## config.mk

```make
export PLATFORM = sky130hd
export DESIGN_NAME = rv32i_core
export DESIGN_NICKNAME = d
export VERILOG_FILES = /design/src/hdl/rv32i_pkg.sv /design/src/hdl/rv32i_core.sv /design/src/hdl/hazard_ctrl.sv /design/src/hdl/mem_stage.sv /design/src/hdl/execute_stage.sv /design/src/hdl/decode_stage.sv /design/src/hdl/fetch_stage.sv /design/src/hdl/pipe_reg.sv
export SDC_FILE = /design/constraint.sdc
export NUM_CORES = 2
export LEC_CHECK = 0
export BUFFER_PORTS_ARGS = -buffer_cell sky130_fd_sc_hd__buf_4
export CORE_AREA = 2 2 453 455
export CTS_CLUSTER_DIAMETER = 80
export DETAILED_ROUTE_END_ITERATION = 6
export DIE_AREA = 0 0 455 457
export PLACE_DENSITY_LB_ADDON = 0.2
export SYNTH_ARGS = -nofsm -noshare
export SYNTH_HDL_FRONTEND = slang
export SYNTH_SLANG_ARGS = --single-unit
```

## constraint.sdc

```tcl
create_clock -name clk -period 16.2 [get_ports clk]
set_clock_uncertainty 0.2 [all_clocks]
set_input_delay 3.24 -clock clk [delete_from_list [all_inputs] [get_ports clk]]
set_output_delay 3.24 -clock clk [all_outputs]
set_load 0.005 [all_outputs]
```

## src/hdl/rv32i_pkg.sv

```systemverilog
package rv32i_pkg;

    localparam int xlen = 32;

    typedef logic [xlen-1:0] rv32i_word;
    typedef logic [4:0]      reg_idx_t;

    localparam rv32i_word reset_pc = 32'h0000_0000; // first fetch address

    // major opcodes handled by the decoder
    typedef enum logic [6:0] {
        opc_lui    = 7'b0110111,
        opc_auipc  = 7'b0010111,
        opc_jal    = 7'b1101111,
        opc_jalr   = 7'b1100111,
        opc_branch = 7'b1100011,
        opc_load   = 7'b0000011,
        opc_store  = 7'b0100011,
        opc_imm    = 7'b0010011,
        opc_op     = 7'b0110011
    } opcode_t;

    // encoded as {instr[30], funct3} so decode is a plain concat
    typedef enum logic [3:0] {
        alu_add  = 4'b0000,
        alu_sll  = 4'b0001,
        alu_slt  = 4'b0010,
        alu_sltu = 4'b0011,
        alu_xor  = 4'b0100,
        alu_srl  = 4'b0101,
        alu_or   = 4'b0110,
        alu_and  = 4'b0111,
        alu_sub  = 4'b1000,
        alu_sra  = 4'b1101
    } alu_op_t;

    // branch codes are {1, funct3}
    typedef enum logic [3:0] {
        br_none  = 4'b0000,
        br_jump  = 4'b0001,
        br_beq   = 4'b1000,
        br_bne   = 4'b1001,
        br_blt   = 4'b1100,
        br_bge   = 4'b1101,
        br_bltu  = 4'b1110,
        br_bgeu  = 4'b1111
    } br_op_t;

    typedef enum logic {sel_a_reg, sel_a_pc} op_a_sel_t;
    typedef enum logic {sel_b_reg, sel_b_imm} op_b_sel_t;
    typedef enum logic [1:0] {wb_alu, wb_load, wb_pc4} wb_sel_t;
    typedef enum logic [1:0] {fwd_none, fwd_mem, fwd_wb} fwd_sel_t;

    // all-zero value of each payload is a bubble
    typedef struct packed {
        rv32i_word pc;
        rv32i_word instr;
        logic      valid;
    } if_id_t;

    typedef struct packed {
        rv32i_word pc;
        rv32i_word rs1_data;
        rv32i_word rs2_data;
        reg_idx_t  rs1;
        reg_idx_t  rs2;
        reg_idx_t  rd;
        rv32i_word imm;
        alu_op_t   alu_op;
        br_op_t    br_op;
        op_a_sel_t op_a_sel;
        op_b_sel_t op_b_sel;
        logic      mem_read;
        logic      mem_write;
        logic      reg_write;
        wb_sel_t   wb_sel;
        logic      valid;
    } id_ex_t;

    typedef struct packed {
        rv32i_word alu_result;
        rv32i_word store_data;
        reg_idx_t  rd;
        rv32i_word pc_plus4;
        logic      mem_read;
        logic      mem_write;
        logic      reg_write;
        wb_sel_t   wb_sel;
        logic      valid;
    } ex_mem_t;

    typedef struct packed {
        reg_idx_t  rd;
        rv32i_word wb_data;
        logic      reg_write;
        logic      valid;
    } mem_wb_t;

endpackage
```

## src/hdl/rv32i_core.sv

```systemverilog
module rv32i_core (
    input  logic                 clk,
    input  logic                 rst,
    output rv32i_pkg::rv32i_word imem_address,
    output logic                 imem_read,
    input  rv32i_pkg::rv32i_word imem_rdata,
    input  logic                 imem_resp,
    output rv32i_pkg::rv32i_word dmem_address,
    output logic                 dmem_read,
    output logic                 dmem_write,
    output logic [3:0]           dmem_wmask,
    input  rv32i_pkg::rv32i_word dmem_rdata,
    output rv32i_pkg::rv32i_word dmem_wdata,
    input  logic                 dmem_resp
);
    import rv32i_pkg::*;

    // stage outputs (_d) and register outputs (_q)
    if_id_t    if_d, if_q;
    id_ex_t    id_d, id_q;
    ex_mem_t   ex_d, ex_q;
    mem_wb_t   mem_d, mem_q;

    logic      pc_stall, if_id_stall, if_id_flush, id_ex_stall, id_ex_flush;
    logic      ex_mem_stall, mem_wb_stall;
    logic      fetch_wait, mem_wait;
    logic      redirect;
    rv32i_word redirect_pc;
    rv32i_word mem_fwd_data;
    reg_idx_t  rs1, rs2;
    fwd_sel_t  fwd_a, fwd_b;

    fetch_stage u_fetch (
        .clk(clk), .rst(rst),
        .pc_stall(pc_stall),
        .redirect(redirect), .redirect_pc(redirect_pc),
        .imem_rdata(imem_rdata), .imem_resp(imem_resp),
        .imem_address(imem_address), .imem_read(imem_read),
        .fetch_wait(fetch_wait),
        .if_out(if_d)
    );

    pipe_reg #(.payload_t(if_id_t)) u_if_id (
        .clk(clk), .rst(rst), .stall(if_id_stall), .flush(if_id_flush), .d(if_d), .q(if_q)
    );

    decode_stage u_decode (
        .clk(clk), .rst(rst),
        .id_in(if_q),
        .wb_rd(mem_q.rd), .wb_data(mem_q.wb_data), .wb_we(mem_q.reg_write), // writeback port
        .id_out(id_d),
        .rs1(rs1), .rs2(rs2)
    );

    pipe_reg #(.payload_t(id_ex_t)) u_id_ex (
        .clk(clk), .rst(rst), .stall(id_ex_stall), .flush(id_ex_flush), .d(id_d), .q(id_q)
    );

    execute_stage u_execute (
        .ex_in(id_q),
        .fwd_a(fwd_a), .fwd_b(fwd_b),
        .mem_fwd_data(mem_fwd_data), .wb_fwd_data(mem_q.wb_data),
        .ex_out(ex_d),
        .redirect(redirect), .redirect_pc(redirect_pc)
    );

    // nothing ever flushes past execute
    pipe_reg #(.payload_t(ex_mem_t)) u_ex_mem (
        .clk(clk), .rst(rst), .stall(ex_mem_stall), .flush(1'b0), .d(ex_d), .q(ex_q)
    );

    mem_stage u_mem (
        .clk(clk), .rst(rst),
        .mem_in(ex_q),
        .dmem_rdata(dmem_rdata), .dmem_resp(dmem_resp),
        .dmem_address(dmem_address), .dmem_read(dmem_read), .dmem_write(dmem_write),
        .dmem_wmask(dmem_wmask), .dmem_wdata(dmem_wdata),
        .mem_wait(mem_wait),
        .mem_out(mem_d),
        .mem_fwd_data(mem_fwd_data)
    );

    pipe_reg #(.payload_t(mem_wb_t)) u_mem_wb (
        .clk(clk), .rst(rst), .stall(mem_wb_stall), .flush(1'b0), .d(mem_d), .q(mem_q)
    );

    hazard_ctrl u_hazard (
        .rs1(rs1), .rs2(rs2),
        .ex_rs1(id_q.rs1), .ex_rs2(id_q.rs2), .ex_rd(id_q.rd), .ex_mem_read(id_q.mem_read),
        .mem_rd(ex_q.rd), .mem_reg_write(ex_q.reg_write),
        .wb_rd(mem_q.rd), .wb_reg_write(mem_q.reg_write),
        .redirect(redirect), .fetch_wait(fetch_wait), .mem_wait(mem_wait),
        .pc_stall(pc_stall),
        .if_id_stall(if_id_stall), .if_id_flush(if_id_flush),
        .id_ex_stall(id_ex_stall), .id_ex_flush(id_ex_flush),
        .ex_mem_stall(ex_mem_stall), .mem_wb_stall(mem_wb_stall),
        .fwd_a(fwd_a), .fwd_b(fwd_b)
    );

endmodule

```

## src/hdl/hazard_ctrl.sv

```systemverilog
module hazard_ctrl (
    input  rv32i_pkg::reg_idx_t rs1,          // from decode
    input  rv32i_pkg::reg_idx_t rs2,
    input  rv32i_pkg::reg_idx_t ex_rs1,       // instruction in execute
    input  rv32i_pkg::reg_idx_t ex_rs2,
    input  rv32i_pkg::reg_idx_t ex_rd,
    input  logic                ex_mem_read,
    input  rv32i_pkg::reg_idx_t mem_rd,
    input  logic                mem_reg_write,
    input  rv32i_pkg::reg_idx_t wb_rd,
    input  logic                wb_reg_write,
    input  logic                redirect,
    input  logic                fetch_wait,
    input  logic                mem_wait,
    output logic                pc_stall,
    output logic                if_id_stall,
    output logic                if_id_flush,
    output logic                id_ex_stall,
    output logic                id_ex_flush,
    output logic                ex_mem_stall,
    output logic                mem_wb_stall,
    output rv32i_pkg::fwd_sel_t fwd_a,
    output rv32i_pkg::fwd_sel_t fwd_b
);
    import rv32i_pkg::*;

    logic load_use;

    function automatic fwd_sel_t pick_fwd(input reg_idx_t src);
        if (src == '0) begin
            return fwd_none; // x0 never forwarded
        end
        if (mem_reg_write && mem_rd == src) begin
            return fwd_mem;
        end
        if (wb_reg_write && wb_rd == src) begin
            return fwd_wb;
        end
        return fwd_none;
    endfunction

    // load in execute feeding decode
    assign load_use = ex_mem_read & (ex_rd != '0) & ((ex_rd == rs1) | (ex_rd == rs2));

    assign pc_stall     = mem_wait | fetch_wait | load_use;
    assign if_id_stall  = mem_wait | (~redirect & (fetch_wait | load_use)); // redirect flushes
    assign if_id_flush  = redirect;
    assign id_ex_stall  = mem_wait;
    assign id_ex_flush  = redirect | load_use | fetch_wait; // bubble into execute
    assign ex_mem_stall = mem_wait;
    assign mem_wb_stall = mem_wait;

    always_comb begin
        fwd_a = pick_fwd(ex_rs1);
        fwd_b = pick_fwd(ex_rs2);
    end

endmodule

```

## src/hdl/mem_stage.sv

```systemverilog
module mem_stage (
    input  logic                 clk,
    input  logic                 rst,
    input  rv32i_pkg::ex_mem_t   mem_in,
    input  rv32i_pkg::rv32i_word dmem_rdata,
    input  logic                 dmem_resp,
    output rv32i_pkg::rv32i_word dmem_address,
    output logic                 dmem_read,
    output logic                 dmem_write,
    output logic [3:0]           dmem_wmask,
    output rv32i_pkg::rv32i_word dmem_wdata,
    output logic                 mem_wait,
    output rv32i_pkg::mem_wb_t   mem_out,
    output rv32i_pkg::rv32i_word mem_fwd_data
);
    import rv32i_pkg::*;

    logic      need_access;
    logic      done;   // access finished, instruction leaves this cycle
    rv32i_word load_q; // captured load word
    rv32i_word wb_val;

    assign need_access  = mem_in.valid & (mem_in.mem_read | mem_in.mem_write);
    assign mem_wait     = need_access & ~done; // held through the resp cycle
    assign dmem_read    = mem_wait & mem_in.mem_read;
    assign dmem_write   = mem_wait & mem_in.mem_write;
    assign dmem_address = mem_in.alu_result;
    assign dmem_wdata   = mem_in.store_data;
    assign dmem_wmask   = {4{dmem_write}}; // word stores only

    always_ff @(posedge clk) begin
        if (rst) begin
            done <= 1'b0;
        end else begin
            done <= (dmem_read | dmem_write) & dmem_resp; // one cycle, no re-request
        end
    end

    always_ff @(posedge clk) begin
        if (dmem_read && dmem_resp) begin
            load_q <= dmem_rdata;
        end
    end

    always_comb begin
        case (mem_in.wb_sel)
            wb_load: wb_val = load_q;
            wb_pc4:  wb_val = mem_in.pc_plus4;
            default: wb_val = mem_in.alu_result;
        endcase
    end

    assign mem_fwd_data      = wb_val; // also the ex_mem forwarding source
    assign mem_out.rd        = mem_in.rd;
    assign mem_out.wb_data   = wb_val;
    assign mem_out.reg_write = mem_in.reg_write;
    assign mem_out.valid     = mem_in.valid;

endmodule

```

## src/hdl/execute_stage.sv

```systemverilog
module execute_stage (
    input  rv32i_pkg::id_ex_t    ex_in,
    input  rv32i_pkg::fwd_sel_t  fwd_a,
    input  rv32i_pkg::fwd_sel_t  fwd_b,
    input  rv32i_pkg::rv32i_word mem_fwd_data,
    input  rv32i_pkg::rv32i_word wb_fwd_data,
    output rv32i_pkg::ex_mem_t   ex_out,
    output logic                 redirect,
    output rv32i_pkg::rv32i_word redirect_pc
);
    import rv32i_pkg::*;

    rv32i_word rs1_val, rs2_val; // after forwarding
    rv32i_word op_a, op_b;
    rv32i_word alu_out;
    logic      taken;

    function automatic rv32i_word fwd_mux(input fwd_sel_t sel, input rv32i_word reg_val,
                                          input rv32i_word mem_val, input rv32i_word wb_val);
        case (sel)
            fwd_mem: return mem_val; // younger result wins
            fwd_wb:  return wb_val;
            default: return reg_val;
        endcase
    endfunction

    assign rs1_val = fwd_mux(fwd_a, ex_in.rs1_data, mem_fwd_data, wb_fwd_data);
    assign rs2_val = fwd_mux(fwd_b, ex_in.rs2_data, mem_fwd_data, wb_fwd_data);
    assign op_a    = (ex_in.op_a_sel == sel_a_pc) ? ex_in.pc : rs1_val;
    assign op_b    = (ex_in.op_b_sel == sel_b_imm) ? ex_in.imm : rs2_val;

    always_comb begin
        case (ex_in.alu_op)
            alu_sub:  alu_out = op_a - op_b;
            alu_sll:  alu_out = op_a << op_b[4:0];
            alu_slt:  alu_out = {{(xlen-1){1'b0}}, $signed(op_a) < $signed(op_b)};
            alu_sltu: alu_out = {{(xlen-1){1'b0}}, op_a < op_b};
            alu_xor:  alu_out = op_a ^ op_b;
            alu_srl:  alu_out = op_a >> op_b[4:0];
            alu_sra:  alu_out = $signed(op_a) >>> op_b[4:0];
            alu_or:   alu_out = op_a | op_b;
            alu_and:  alu_out = op_a & op_b;
            default:  alu_out = op_a + op_b; // add, lui, auipc, addresses
        endcase
    end

    // branch compare always on register values
    always_comb begin
        case (ex_in.br_op)
            br_beq:  taken = rs1_val == rs2_val;
            br_bne:  taken = rs1_val != rs2_val;
            br_blt:  taken = $signed(rs1_val) < $signed(rs2_val);
            br_bge:  taken = $signed(rs1_val) >= $signed(rs2_val);
            br_bltu: taken = rs1_val < rs2_val;
            br_bgeu: taken = rs1_val >= rs2_val;
            br_jump: taken = 1'b1;
            default: taken = 1'b0;
        endcase
    end

    assign redirect = ex_in.valid & taken;
    // jalr: rs1+imm from alu, low bit dropped
    assign redirect_pc = (ex_in.br_op == br_jump && ex_in.op_a_sel == sel_a_reg) ?
                         {alu_out[xlen-1:1], 1'b0} : ex_in.pc + ex_in.imm;

    always_comb begin
        ex_out            = '0;
        ex_out.alu_result = alu_out;
        ex_out.store_data = rs2_val; // forwarded store data
        ex_out.rd         = ex_in.rd;
        ex_out.pc_plus4   = ex_in.pc + 32'd4; // link value
        ex_out.mem_read   = ex_in.mem_read;
        ex_out.mem_write  = ex_in.mem_write;
        ex_out.reg_write  = ex_in.reg_write;
        ex_out.wb_sel     = ex_in.wb_sel;
        ex_out.valid      = ex_in.valid;
    end

endmodule

```

## src/hdl/decode_stage.sv

```systemverilog
module decode_stage (
    input  logic                 clk,
    input  logic                 rst,
    input  rv32i_pkg::if_id_t    id_in,
    input  rv32i_pkg::reg_idx_t  wb_rd,
    input  rv32i_pkg::rv32i_word wb_data,
    input  logic                 wb_we,
    output rv32i_pkg::id_ex_t    id_out,
    output rv32i_pkg::reg_idx_t  rs1,
    output rv32i_pkg::reg_idx_t  rs2
);
    import rv32i_pkg::*;

    rv32i_word  regs [1:31]; // x0 is not stored
    rv32i_word  instr;
    rv32i_word  imm_i, imm_s, imm_b, imm_u, imm_j;
    logic [2:0] funct3;
    logic       use_rs1, use_rs2;

    assign instr  = id_in.instr;
    assign funct3 = instr[14:12];

    // immediate formats
    assign imm_i = {{20{instr[31]}}, instr[31:20]};
    assign imm_s = {{20{instr[31]}}, instr[31:25], instr[11:7]};
    assign imm_b = {{19{instr[31]}}, instr[31], instr[7], instr[30:25], instr[11:8], 1'b0};
    assign imm_u = {instr[31:12], 12'b0};
    assign imm_j = {{11{instr[31]}}, instr[31], instr[19:12], instr[20], instr[30:21], 1'b0};

    function automatic rv32i_word rf_read(input reg_idx_t idx);
        if (idx == '0) begin
            return '0;
        end
        if (wb_we && wb_rd == idx) begin
            return wb_data; // write-through for same-cycle writeback
        end
        return regs[idx];
    endfunction

    always_comb begin
        id_out       = '0;
        use_rs1      = 1'b0;
        use_rs2      = 1'b0;
        id_out.pc    = id_in.pc;
        id_out.valid = id_in.valid;
        if (id_in.valid) begin
            case (opcode_t'(instr[6:0]))
                opc_lui: begin // x0 + imm
                    id_out.imm       = imm_u;
                    id_out.op_b_sel  = sel_b_imm;
                    id_out.reg_write = 1'b1;
                end
                opc_auipc: begin
                    id_out.imm       = imm_u;
                    id_out.op_a_sel  = sel_a_pc;
                    id_out.op_b_sel  = sel_b_imm;
                    id_out.reg_write = 1'b1;
                end
                opc_jal: begin // alu gives pc+imm
                    id_out.imm       = imm_j;
                    id_out.op_a_sel  = sel_a_pc;
                    id_out.op_b_sel  = sel_b_imm;
                    id_out.br_op     = br_jump;
                    id_out.wb_sel    = wb_pc4;
                    id_out.reg_write = 1'b1;
                end
                opc_jalr: begin // alu gives rs1+imm
                    use_rs1          = 1'b1;
                    id_out.imm       = imm_i;
                    id_out.op_b_sel  = sel_b_imm;
                    id_out.br_op     = br_jump;
                    id_out.wb_sel    = wb_pc4;
                    id_out.reg_write = 1'b1;
                end
                opc_branch: begin
                    use_rs1      = 1'b1;
                    use_rs2      = 1'b1;
                    id_out.imm   = imm_b;
                    id_out.br_op = br_op_t'({1'b1, funct3});
                end
                opc_load: begin // LW only
                    use_rs1          = 1'b1;
                    id_out.imm       = imm_i;
                    id_out.op_b_sel  = sel_b_imm;
                    id_out.mem_read  = 1'b1;
                    id_out.wb_sel    = wb_load;
                    id_out.reg_write = 1'b1;
                end
                opc_store: begin
                    use_rs1          = 1'b1;
                    use_rs2          = 1'b1; // store data
                    id_out.imm       = imm_s;
                    id_out.op_b_sel  = sel_b_imm;
                    id_out.mem_write = 1'b1;
                end
                opc_imm: begin
                    use_rs1          = 1'b1;
                    id_out.imm       = imm_i;
                    id_out.op_b_sel  = sel_b_imm;
                    id_out.alu_op    = alu_op_t'({instr[30] & (funct3 == 3'b101), funct3});
                    id_out.reg_write = 1'b1;
                end
                opc_op: begin
                    use_rs1          = 1'b1;
                    use_rs2          = 1'b1;
                    id_out.alu_op    = alu_op_t'({instr[30], funct3});
                    id_out.reg_write = 1'b1;
                end
                default: ; // unsupported opcodes pass as nops
            endcase
        end
        // unused sources read as x0, so no false hazards
        id_out.rs1      = use_rs1 ? instr[19:15] : '0;
        id_out.rs2      = use_rs2 ? instr[24:20] : '0;
        id_out.rd       = id_out.reg_write ? instr[11:7] : '0;
        id_out.rs1_data = rf_read(id_out.rs1);
        id_out.rs2_data = rf_read(id_out.rs2);
        rs1             = id_out.rs1;
        rs2             = id_out.rs2;
    end

    always_ff @(posedge clk) begin
        if (!rst && wb_we && wb_rd != '0) begin
            regs[wb_rd] <= wb_data;
        end
    end

endmodule

```

## src/hdl/fetch_stage.sv

```systemverilog
module fetch_stage (
    input  logic                 clk,
    input  logic                 rst,
    input  logic                 pc_stall,
    input  logic                 redirect,
    input  rv32i_pkg::rv32i_word redirect_pc,
    input  rv32i_pkg::rv32i_word imem_rdata,
    input  logic                 imem_resp,
    output rv32i_pkg::rv32i_word imem_address,
    output logic                 imem_read,
    output logic                 fetch_wait,
    output rv32i_pkg::if_id_t    if_out
);
    import rv32i_pkg::*;

    rv32i_word pc;
    logic      redir_pend;   // redirect arrived mid-fetch
    rv32i_word redir_target; // where to go once the stale word lands

    assign imem_address = pc; // stable for the whole request
    assign fetch_wait   = imem_read & ~imem_resp;

    assign if_out.pc    = pc;
    assign if_out.instr = imem_rdata;
    assign if_out.valid = imem_read & imem_resp & ~redir_pend; // drop stale word

    always_ff @(posedge clk) begin
        if (rst) begin
            pc         <= reset_pc;
            imem_read  <= 1'b0;
            redir_pend <= 1'b0;
        end else begin
            imem_read <= 1'b1; // always fetching once out of reset
            if (imem_resp && redir_pend) begin
                pc         <= redir_target; // stale word is back, go to the target
                redir_pend <= 1'b0;
            end else if (imem_read && !pc_stall) begin // first request keeps reset_pc
                pc <= redirect ? redirect_pc : pc + 32'd4;
            end
            if (redirect && fetch_wait) begin
                redir_pend <= 1'b1;
            end
        end
    end

    // where a redirect during a fetch points
    always_ff @(posedge clk) begin
        if (redirect && fetch_wait) begin
            redir_target <= redirect_pc;
        end
    end

endmodule

```

## src/hdl/pipe_reg.sv

```systemverilog
module pipe_reg #(
    parameter type payload_t = logic
) (
    input  logic     clk,
    input  logic     rst,
    input  logic     stall, // hold current contents
    input  logic     flush, // insert bubble
    input  payload_t d,
    output payload_t q
);

    always_ff @(posedge clk) begin
        if (rst) begin
            q <= '0;
        end else if (!stall) begin
            q <= flush ? payload_t'('0) : d; // stall wins over flush
        end
    end

endmodule

```

* After elaboration in Yosys (flattened, before gate mapping) *
Memory sizes are Yosys's and may differ from the RTL's.
Index checks and enable logic that the tools add are counted.

word-level totals
  word-level logic and storage cells = 228
  flip-flop bits (word level) = 468
  RAM bits = 992
  memories kept = 1

memories
  name           depth  bits a word  rd ports  clocked after Yosys merged registers in  wr ports  line                text
  u_decode.regs  31     32           2         0                                        1         decode_stage.sv:14  rv32i_word regs [1:31];

operators by class
  add/sub/neg operators = 5
  shift-type cells = 3
  reduce and logical (&&, ||, !) cells = 31
  muxes and demuxes = 73
  equal/unequal tests = 42
  bitwise operators = 30
  $lt $le $gt $ge = 6

operators by type and width
  operator                 count
  $mux W32                 14
  $pmux W32 S9             1
  $pmux W32 S2             3
  $pmux W32 S5             1
  $mux W159                1
  $lt A32 B32 Y1           4
  $mux W65                 1
  $add A32 B3 Y32 const B  2
  $add A32 B32 Y32         2
  $ge A32 B32 Y1           2
  $mux W47                 1
  $eq A5 B5 Y1             8
  $and A32 B32 Y32         1
  $eq A32 B32 Y1           1
  $eq A4 B4 Y1 const B     8
  $mux W1                  32
  $ne A32 B32 Y1           1
  $or A32 B32 Y32          1
  $shl A32 B5 Y32          1
  $shr A32 B5 Y32          1
  $sshr A32 B5 Y32         1
  $sub A32 B32 Y32         1
  $xor A32 B32 Y32         1
  $mux W2                  12
  other kinds (26)         89

* Depth between registers and ports, before layout *
  depth after elaboration = 18
  mapped depth = 28
  gate-level depth less buffers = 25

* Cells and area by module *
Synthesis repeated with hierarchy kept, for this count alone.

second synthesis, totals
  cells, all modules = 8477
  area total of the unflattened synthesis = 86705.7 µm²

modules (own cells, without submodules)
  module               cells an instance  instances  area an instance (µm²)
  decode_stage         3916               1          49541.3
  execute_stage        2152               1          14543.9
  pipe_reg (u_id_ex)   708                1          6800.3
  pipe_reg (u_ex_mem)  476                1          4393.0
  fetch_stage          433                1          3886.2
  pipe_reg (u_if_id)   289                1          2945.3
  mem_stage            261                1          2476.1
  pipe_reg (u_mem_wb)  173                1          1641.6
  hazard_ctrl          68                 1          474.2
  rv32i_core           1                  1          3.8

* Worst setup path before layout *
OpenSTA, ideal clock, no wires.

  path kind = flip-flop to flip-flop
  start point = reg u_mem_wb.q[36] (netlist name)
  end point = reg u_fetch.redir_target[0], enable pin
  data arrival time = 6.297 ns
  data required time = 15.579 ns
  setup time = 0.421 ns
  path buffers = 5
  slack = 9.282 ns
  cell stages (with the launch flop) = 22
  clock period less this slack = 6.918 ns
  path through = dfxtp_1 clkbuf_1 xnor2_1 nand4_1 or4_1 ha_1 clkbuf_1 clkbuf_1 a221o_1 o21ai_0 ha_1 a21o_1 a21o_1 a221o_1 o21a_1 a211oi_2 nand4_1 a32oi_1 nor2_1 clkbuf_1 buf_1 nor2_1

on the way
  cells in the longest elaborated chain, start to end = 14

ends and longest elaborated chain
  what                                          line                 text
  start, declared                               pipe_reg.sv:9        output payload_t q
  start signal, assigned                        pipe_reg.sv:16       q <= flush ? payload_t'('0) : d;
  $eq A5 B5 Y1                                  hazard_ctrl.sv:36    if (wb_reg_write && wb_rd == src) begin
  $logic_and A1 B1 Y1                           hazard_ctrl.sv:36
  $mux W1 (2 in series)                         hazard_ctrl.sv:36
  $mux W1                                       hazard_ctrl.sv:33    if (mem_reg_write && mem_rd == src) begin
  $mux W2                                       hazard_ctrl.sv:39    return fwd_none;
  $mux W2                                       hazard_ctrl.sv:36
  $mux W2                                       hazard_ctrl.sv:33
  $eq A2 B2 Y1 or $eq A2 B1 Y1 (tied branches)  execute_stage.sv:20  case (sel)
  $pmux W32 S2                                  execute_stage.sv:20
  $ge A32 B32 Y1 (tied with other cells)        execute_stage.sv:55  br_bgeu: taken = rs1_val >= rs2_val;
  $pmux W1 S7 (*)                               execute_stage.sv:49  case (ex_in.br_op)
  $and A1 B1 Y1 (*)                             execute_stage.sv:61  assign redirect = ex_in.valid & taken;
  $logic_and A1 B1 Y1 (*)                       fetch_stage.sv:48    if (redirect && fetch_wait) begin
  end signal, assigned                          fetch_stage.sv:49    redir_target <= redirect_pc;
  end, declared                                 fetch_stage.sv:18    rv32i_word redir_target;

Mark *: on every way between the ends. The rest lies on a longest branch, timed or not. The select of a mux whose other input is x is not followed.
A chain may end at the register's enable or synchronous reset.

* Final worst setup path *
  start point = reg u_mem_wb.q[38] (netlist name)
  end point = reg u_fetch.pc[30] (netlist: u_fetch.imem_address[30])

on the way
  cells in the longest elaborated chain, start to end = 17

ends and longest elaborated chain
  what                                          line                                      text
  $eq A5 B5 Y1                                  hazard_ctrl.sv:36
  $logic_and A1 B1 Y1                           hazard_ctrl.sv:36
  $mux W1 (2 in series)                         hazard_ctrl.sv:36
  $mux W1                                       hazard_ctrl.sv:33
  $mux W2                                       hazard_ctrl.sv:39
  $mux W2                                       hazard_ctrl.sv:36
  $mux W2                                       hazard_ctrl.sv:33
  $eq A2 B2 Y1 or $eq A2 B1 Y1 (tied branches)  execute_stage.sv:20
  $pmux W32 S2                                  execute_stage.sv:20
  $mux W32, on equally long branches            execute_stage.sv:29, execute_stage.sv:30
  $add A32 B32 Y32 (tied with other cells)      execute_stage.sv:43                       default: alu_out = op_a + op_b;
  $pmux W32 S9                                  execute_stage.sv:33                       case (ex_in.alu_op)
  $mux W32                                      execute_stage.sv:63                       assign redirect_pc = (ex_in.br_op == br_jump && ex_in.op_a_sel == sel_a_reg) ?
  $mux W32 (*)                                  fetch_stage.sv:38                         pc <= redirect ? redirect_pc : pc + 32'd4;
  $mux W32 (*)                                  fetch_stage.sv:37                         end else if (imem_read && !pc_stall) begin
  $mux W32 (*)                                  fetch_stage.sv:34                         if (imem_resp && redir_pend) begin
  end signal, assigned                          fetch_stage.sv:29                         pc <= reset_pc;
  end signal, assigned                          fetch_stage.sv:35                         pc <= redir_target;
  end signal, assigned                          fetch_stage.sv:38
  end, declared                                 fetch_stage.sv:16                         rv32i_word pc;

Marked as above.

==> flow_metrics.env <==
export IMPL_grt_use_total_pct=33.7
export IMPL_synth_edff_count=1056
export IMPL_post_route_cells_drive_above_1_share_pct=11.9
export IMPL_ys_top_cells_by_area="edfxtp_1 39%, dfxtp_1 9.9%, mux2i_1 7.1%"
export IMPL_worst_setup_path_start_kind="flop"
export IMPL_globalplace_congestion=1.03
export IMPL_cts_htree_levels=4
export IMPL_finalHoldWorstSlack_ps=247
export IMPL_clock_latency_ps=840
export IMPL_io_pins=171
export IMPL_worst_ir_drop_vdd_uv=125
export IMPL_cts_resized_gates=0
export IMPL_die_area_sq_um=208000
export IMPL_setup_tns_final_ps=0
export IMPL_vias_per_cell=6.69
export IMPL_chipHeight_um=457
export IMPL_worst_endpoint_required_ps=16700
export IMPL_postCtsSetupRepairBufs=0
export IMPL_routed_wirelength_mm=363
export IMPL_initial_antenna_violation_count=17
export IMPL_chipWidth_um=455
export IMPL_drv_slew=6
export IMPL_drc_errors=0
export IMPL_grt_pass1_vias=66606
export IMPL_tritoncts="done"
export IMPL_crit_fanout=33
export IMPL_timing_fmax_mhz=105
export IMPL_detailed_routing_iterations_pass_1=6
export IMPL_grt_pass1_wl_mm=507
export IMPL_area_delta_synth_final_pct=11.6
export IMPL_async_flop_share_pct=0
export IMPL_num_fill_cells=19030
export IMPL_cts_made_buffers=163
export IMPL_postCtsHoldBufs=0
export IMPL_tightestPinTransition_ps=1610
export IMPL_synth_yosys_seq_area_share_pct=49.1
export IMPL_port_buffers=170
export IMPL_starting_density_of_the_core_pct=39.8
export IMPL_yosys_most_used_dff="edfxtp_1"
export IMPL_antenna_violating_nets_post_route=0
export IMPL_clock_sink_count=1458
export IMPL_grt_start_max_net_pins=116
export IMPL_yosys_register_bits=1458
export IMPL_synthesis_yosys_warnings=0
export IMPL_finalSetupViolCount=0
export IMPL_run_status="finished with violations"
export IMPL_nets=8063
export IMPL_synth_lib_cells_used_distinct=107
export IMPL_wl_per_cell_um=34.0
export IMPL_path_class="flop to flop"
export IMPL_hpwl_mm=246
export IMPL_failed_checks="capacitance limit, slew limit"
export IMPL_cellPowerDensity_nw_per_um2=87.4
export IMPL_clk_root_buffer_cell="clkbuf_16"
export IMPL_syn_mean_instance_area_sq_um=10.1
export IMPL_synthCells=7987
export IMPL_rsz0062_at_grt="no"
export IMPL_max_clock_path_buffers=3
export IMPL_core_area_sq_um=203000
export IMPL_period_needed_ps=9550
export IMPL_routed_via_count=71258
export IMPL_global_route_overflow_total=0
export IMPL_holdCritPathClass="flop to flop"
export IMPL_mappedNetlistArea_sq_um=80900
export IMPL_static_leakage_power_nw=30.2
export IMPL_timing_final_crit_share_pct=58.9
export IMPL_timing_critical_path_to_type="flop"
export IMPL_drt_iter0_drc=9963
export IMPL_clk_transition_reported_paths_ps=60
export IMPL_rows=166
export IMPL_post_synthesis_net_count=8224
export IMPL_slew_headroom_pct=-8.24
export IMPL_crit_arrival_ps=10050
export IMPL_max_cap_violations=2
export IMPL_synth_largest_area_cell="edfxtp_1"
export IMPL_report_final_hold_viol_count=0
export IMPL_synthDominantCellAreaShare_pct=39.2
[synthesized netlist by cell type (62+ instances only)]
master	count
dfxtp_1	402
edfxtp_1	1056
nand3_1	174
buf_2	79
inv_1	153
mux2i_1	571
nor3_1	93
a31oi_1	94
a221o_1	88
nor2_1	702
a22oi_1	197
o21ai_0	434
a21oi_1	458
o22ai_1	91
o211ai_1	72
buf_1	62
buf_4	72
clkbuf_1	533
xnor2_1	70
a311oi_1	107
a221oi_1	302
ha_1	166
nand2_1	916
a211oi_1	101
[final cells by class]
| cell class | instances | area [sq um] | area share, % |
|---|---|---|---|
| well taps | 2688 | 3360 | 3.72 |
| clock buffers | 212 | 4380 | 4.85 |
| inverters | 159 | 599 | 0.664 |
| repair buffers | 428 | 3320 | 3.67 |
| flip-flops and latches | 1458 | 39800 | 44.1 |
| diodes | 3 | 7.51 | 0.00831 |
| clock inverters | 90 | 942 | 1.04 |
| multi-input cells | 5616 | 37900 | 42.0 |
[routing by layer]
layer | up-vias | GRT usage, % | part of all wire (%)
li1 | 30349 | - | -
met3 | 967 | 6.18 | 9.7
met1 | 35374 | 43.7 | 38
met4 | 20 | 20.6 | 7.3
met2 | 4548 | 52.0 | 45
met5 | - | 0 | 0.033
[stage by stage]
step	util, %	instances	instance area, sq um	setup slack (ps)	total power, mW
2_1_floorplan	-	7987	80900	9280	4.16
5_1_grt	44.4	10652	90300	6470	8.08
3_5_place_dp	41.8	10348	85000	7120	4.24
3_3_place_gp	41.8	10348	85000	7090	4.24
4_1_cts	44.4	10650	90300	7060	7.93
6_report	44.4	10654	90300	6650	7.89
[path summary, 6_finish.rpt]
path	from	to	slack (ps)	cells after the start
max	u_mem_wb.q[38]	u_fetch.imem_address[30]	6650	22
min	u_fetch.redir_target[5]	u_fetch.imem_address[5]	250	1
min reg2reg	u_fetch.redir_target[5]	u_fetch.imem_address[5]	250	1
max reg2reg	u_mem_wb.q[38]	u_fetch.imem_address[30]	6650	22
[placed cells by master (no fill, tap or decap), types with 33 or more instances in the layout]
cell type and count:
a311oi_1 106, nand4_1 60, clkbuf_16 165, o21a_1 33
o211ai_1 72, a221oi_1 302, edfxtp_1 1056, inv_1 151
o221ai_1 49, a21oi_1 458, nand2_1 903, mux4_2 36
o21ai_0 432, o311ai_0 50, buf_4 418, o2111ai_1 45
nand3_1 174, mux2i_1 571, a221o_1 88, xor2_1 41
a211oi_1 100, o22ai_1 91, nor2_4 39, ha_1 165
xnor2_1 70, a22oi_1 197, dfxtp_1 390, a21o_1 41
nor2_1 661, mux2_2 53, clkbuf_1 40, nor3_1 90
a31oi_1 94
[flip-flops by register name, indices dropped and copies added (netlist names)]
name	count
u_mem.done	1
u_fetch.redir_target	32
u_id_ex.q	158
u_fetch.imem_read	1
u_decode.regs	992
u_fetch.redir_pend	1
u_if_id.q	65
u_mem_wb.q	38
u_ex_mem.q	106
u_fetch.imem_address	32
u_mem.load_q	32
[critical path, cell delays in order (launching register included)]
cell,delay [ps]
dfxtp_1,680
xnor2_1,190
nand4_1,100
or4_1,460
ha_1,320
buf_4,390
inv_1,270
buf_4,320
o21ai_0,580
o21ai_0,200
buf_4,190
ha_1,510
nand3_1,130
nor4_1,440
o21ai_0,380
a2111oi_0,1200
o21ai_0,410
a311oi_1,410
mux2i_1,220
o221ai_1,550
o31ai_1,840
a211oi_1,160
o21a_1,200
[kinds of logic after synthesis]
family | count (synthesis) | share of synthesized area (%)
compound gates | 2482 | 21.8
simple gates | 2194 | 11.7
flops | 1458 | 49.1
buf+inv | 913 | 4.76
mux | 660 | 8.80
fa+ha+maj | 169 | 2.64
xor+xnor | 111 | 1.20
[report_power, final]
| group | total [mW] | internal [mW] | leakage, nW | switching, mW |
|---|---|---|---|---|
| registers | 3.98 | 3.96 | 13.1 | 0.0232 |
| logic | 0.184 | 0.0629 | 14.6 | 0.121 |
| clock network | 3.73 | 2.08 | 2.58 | 1.65 |
Note: power is estimated with default switching activity, not from simulation.
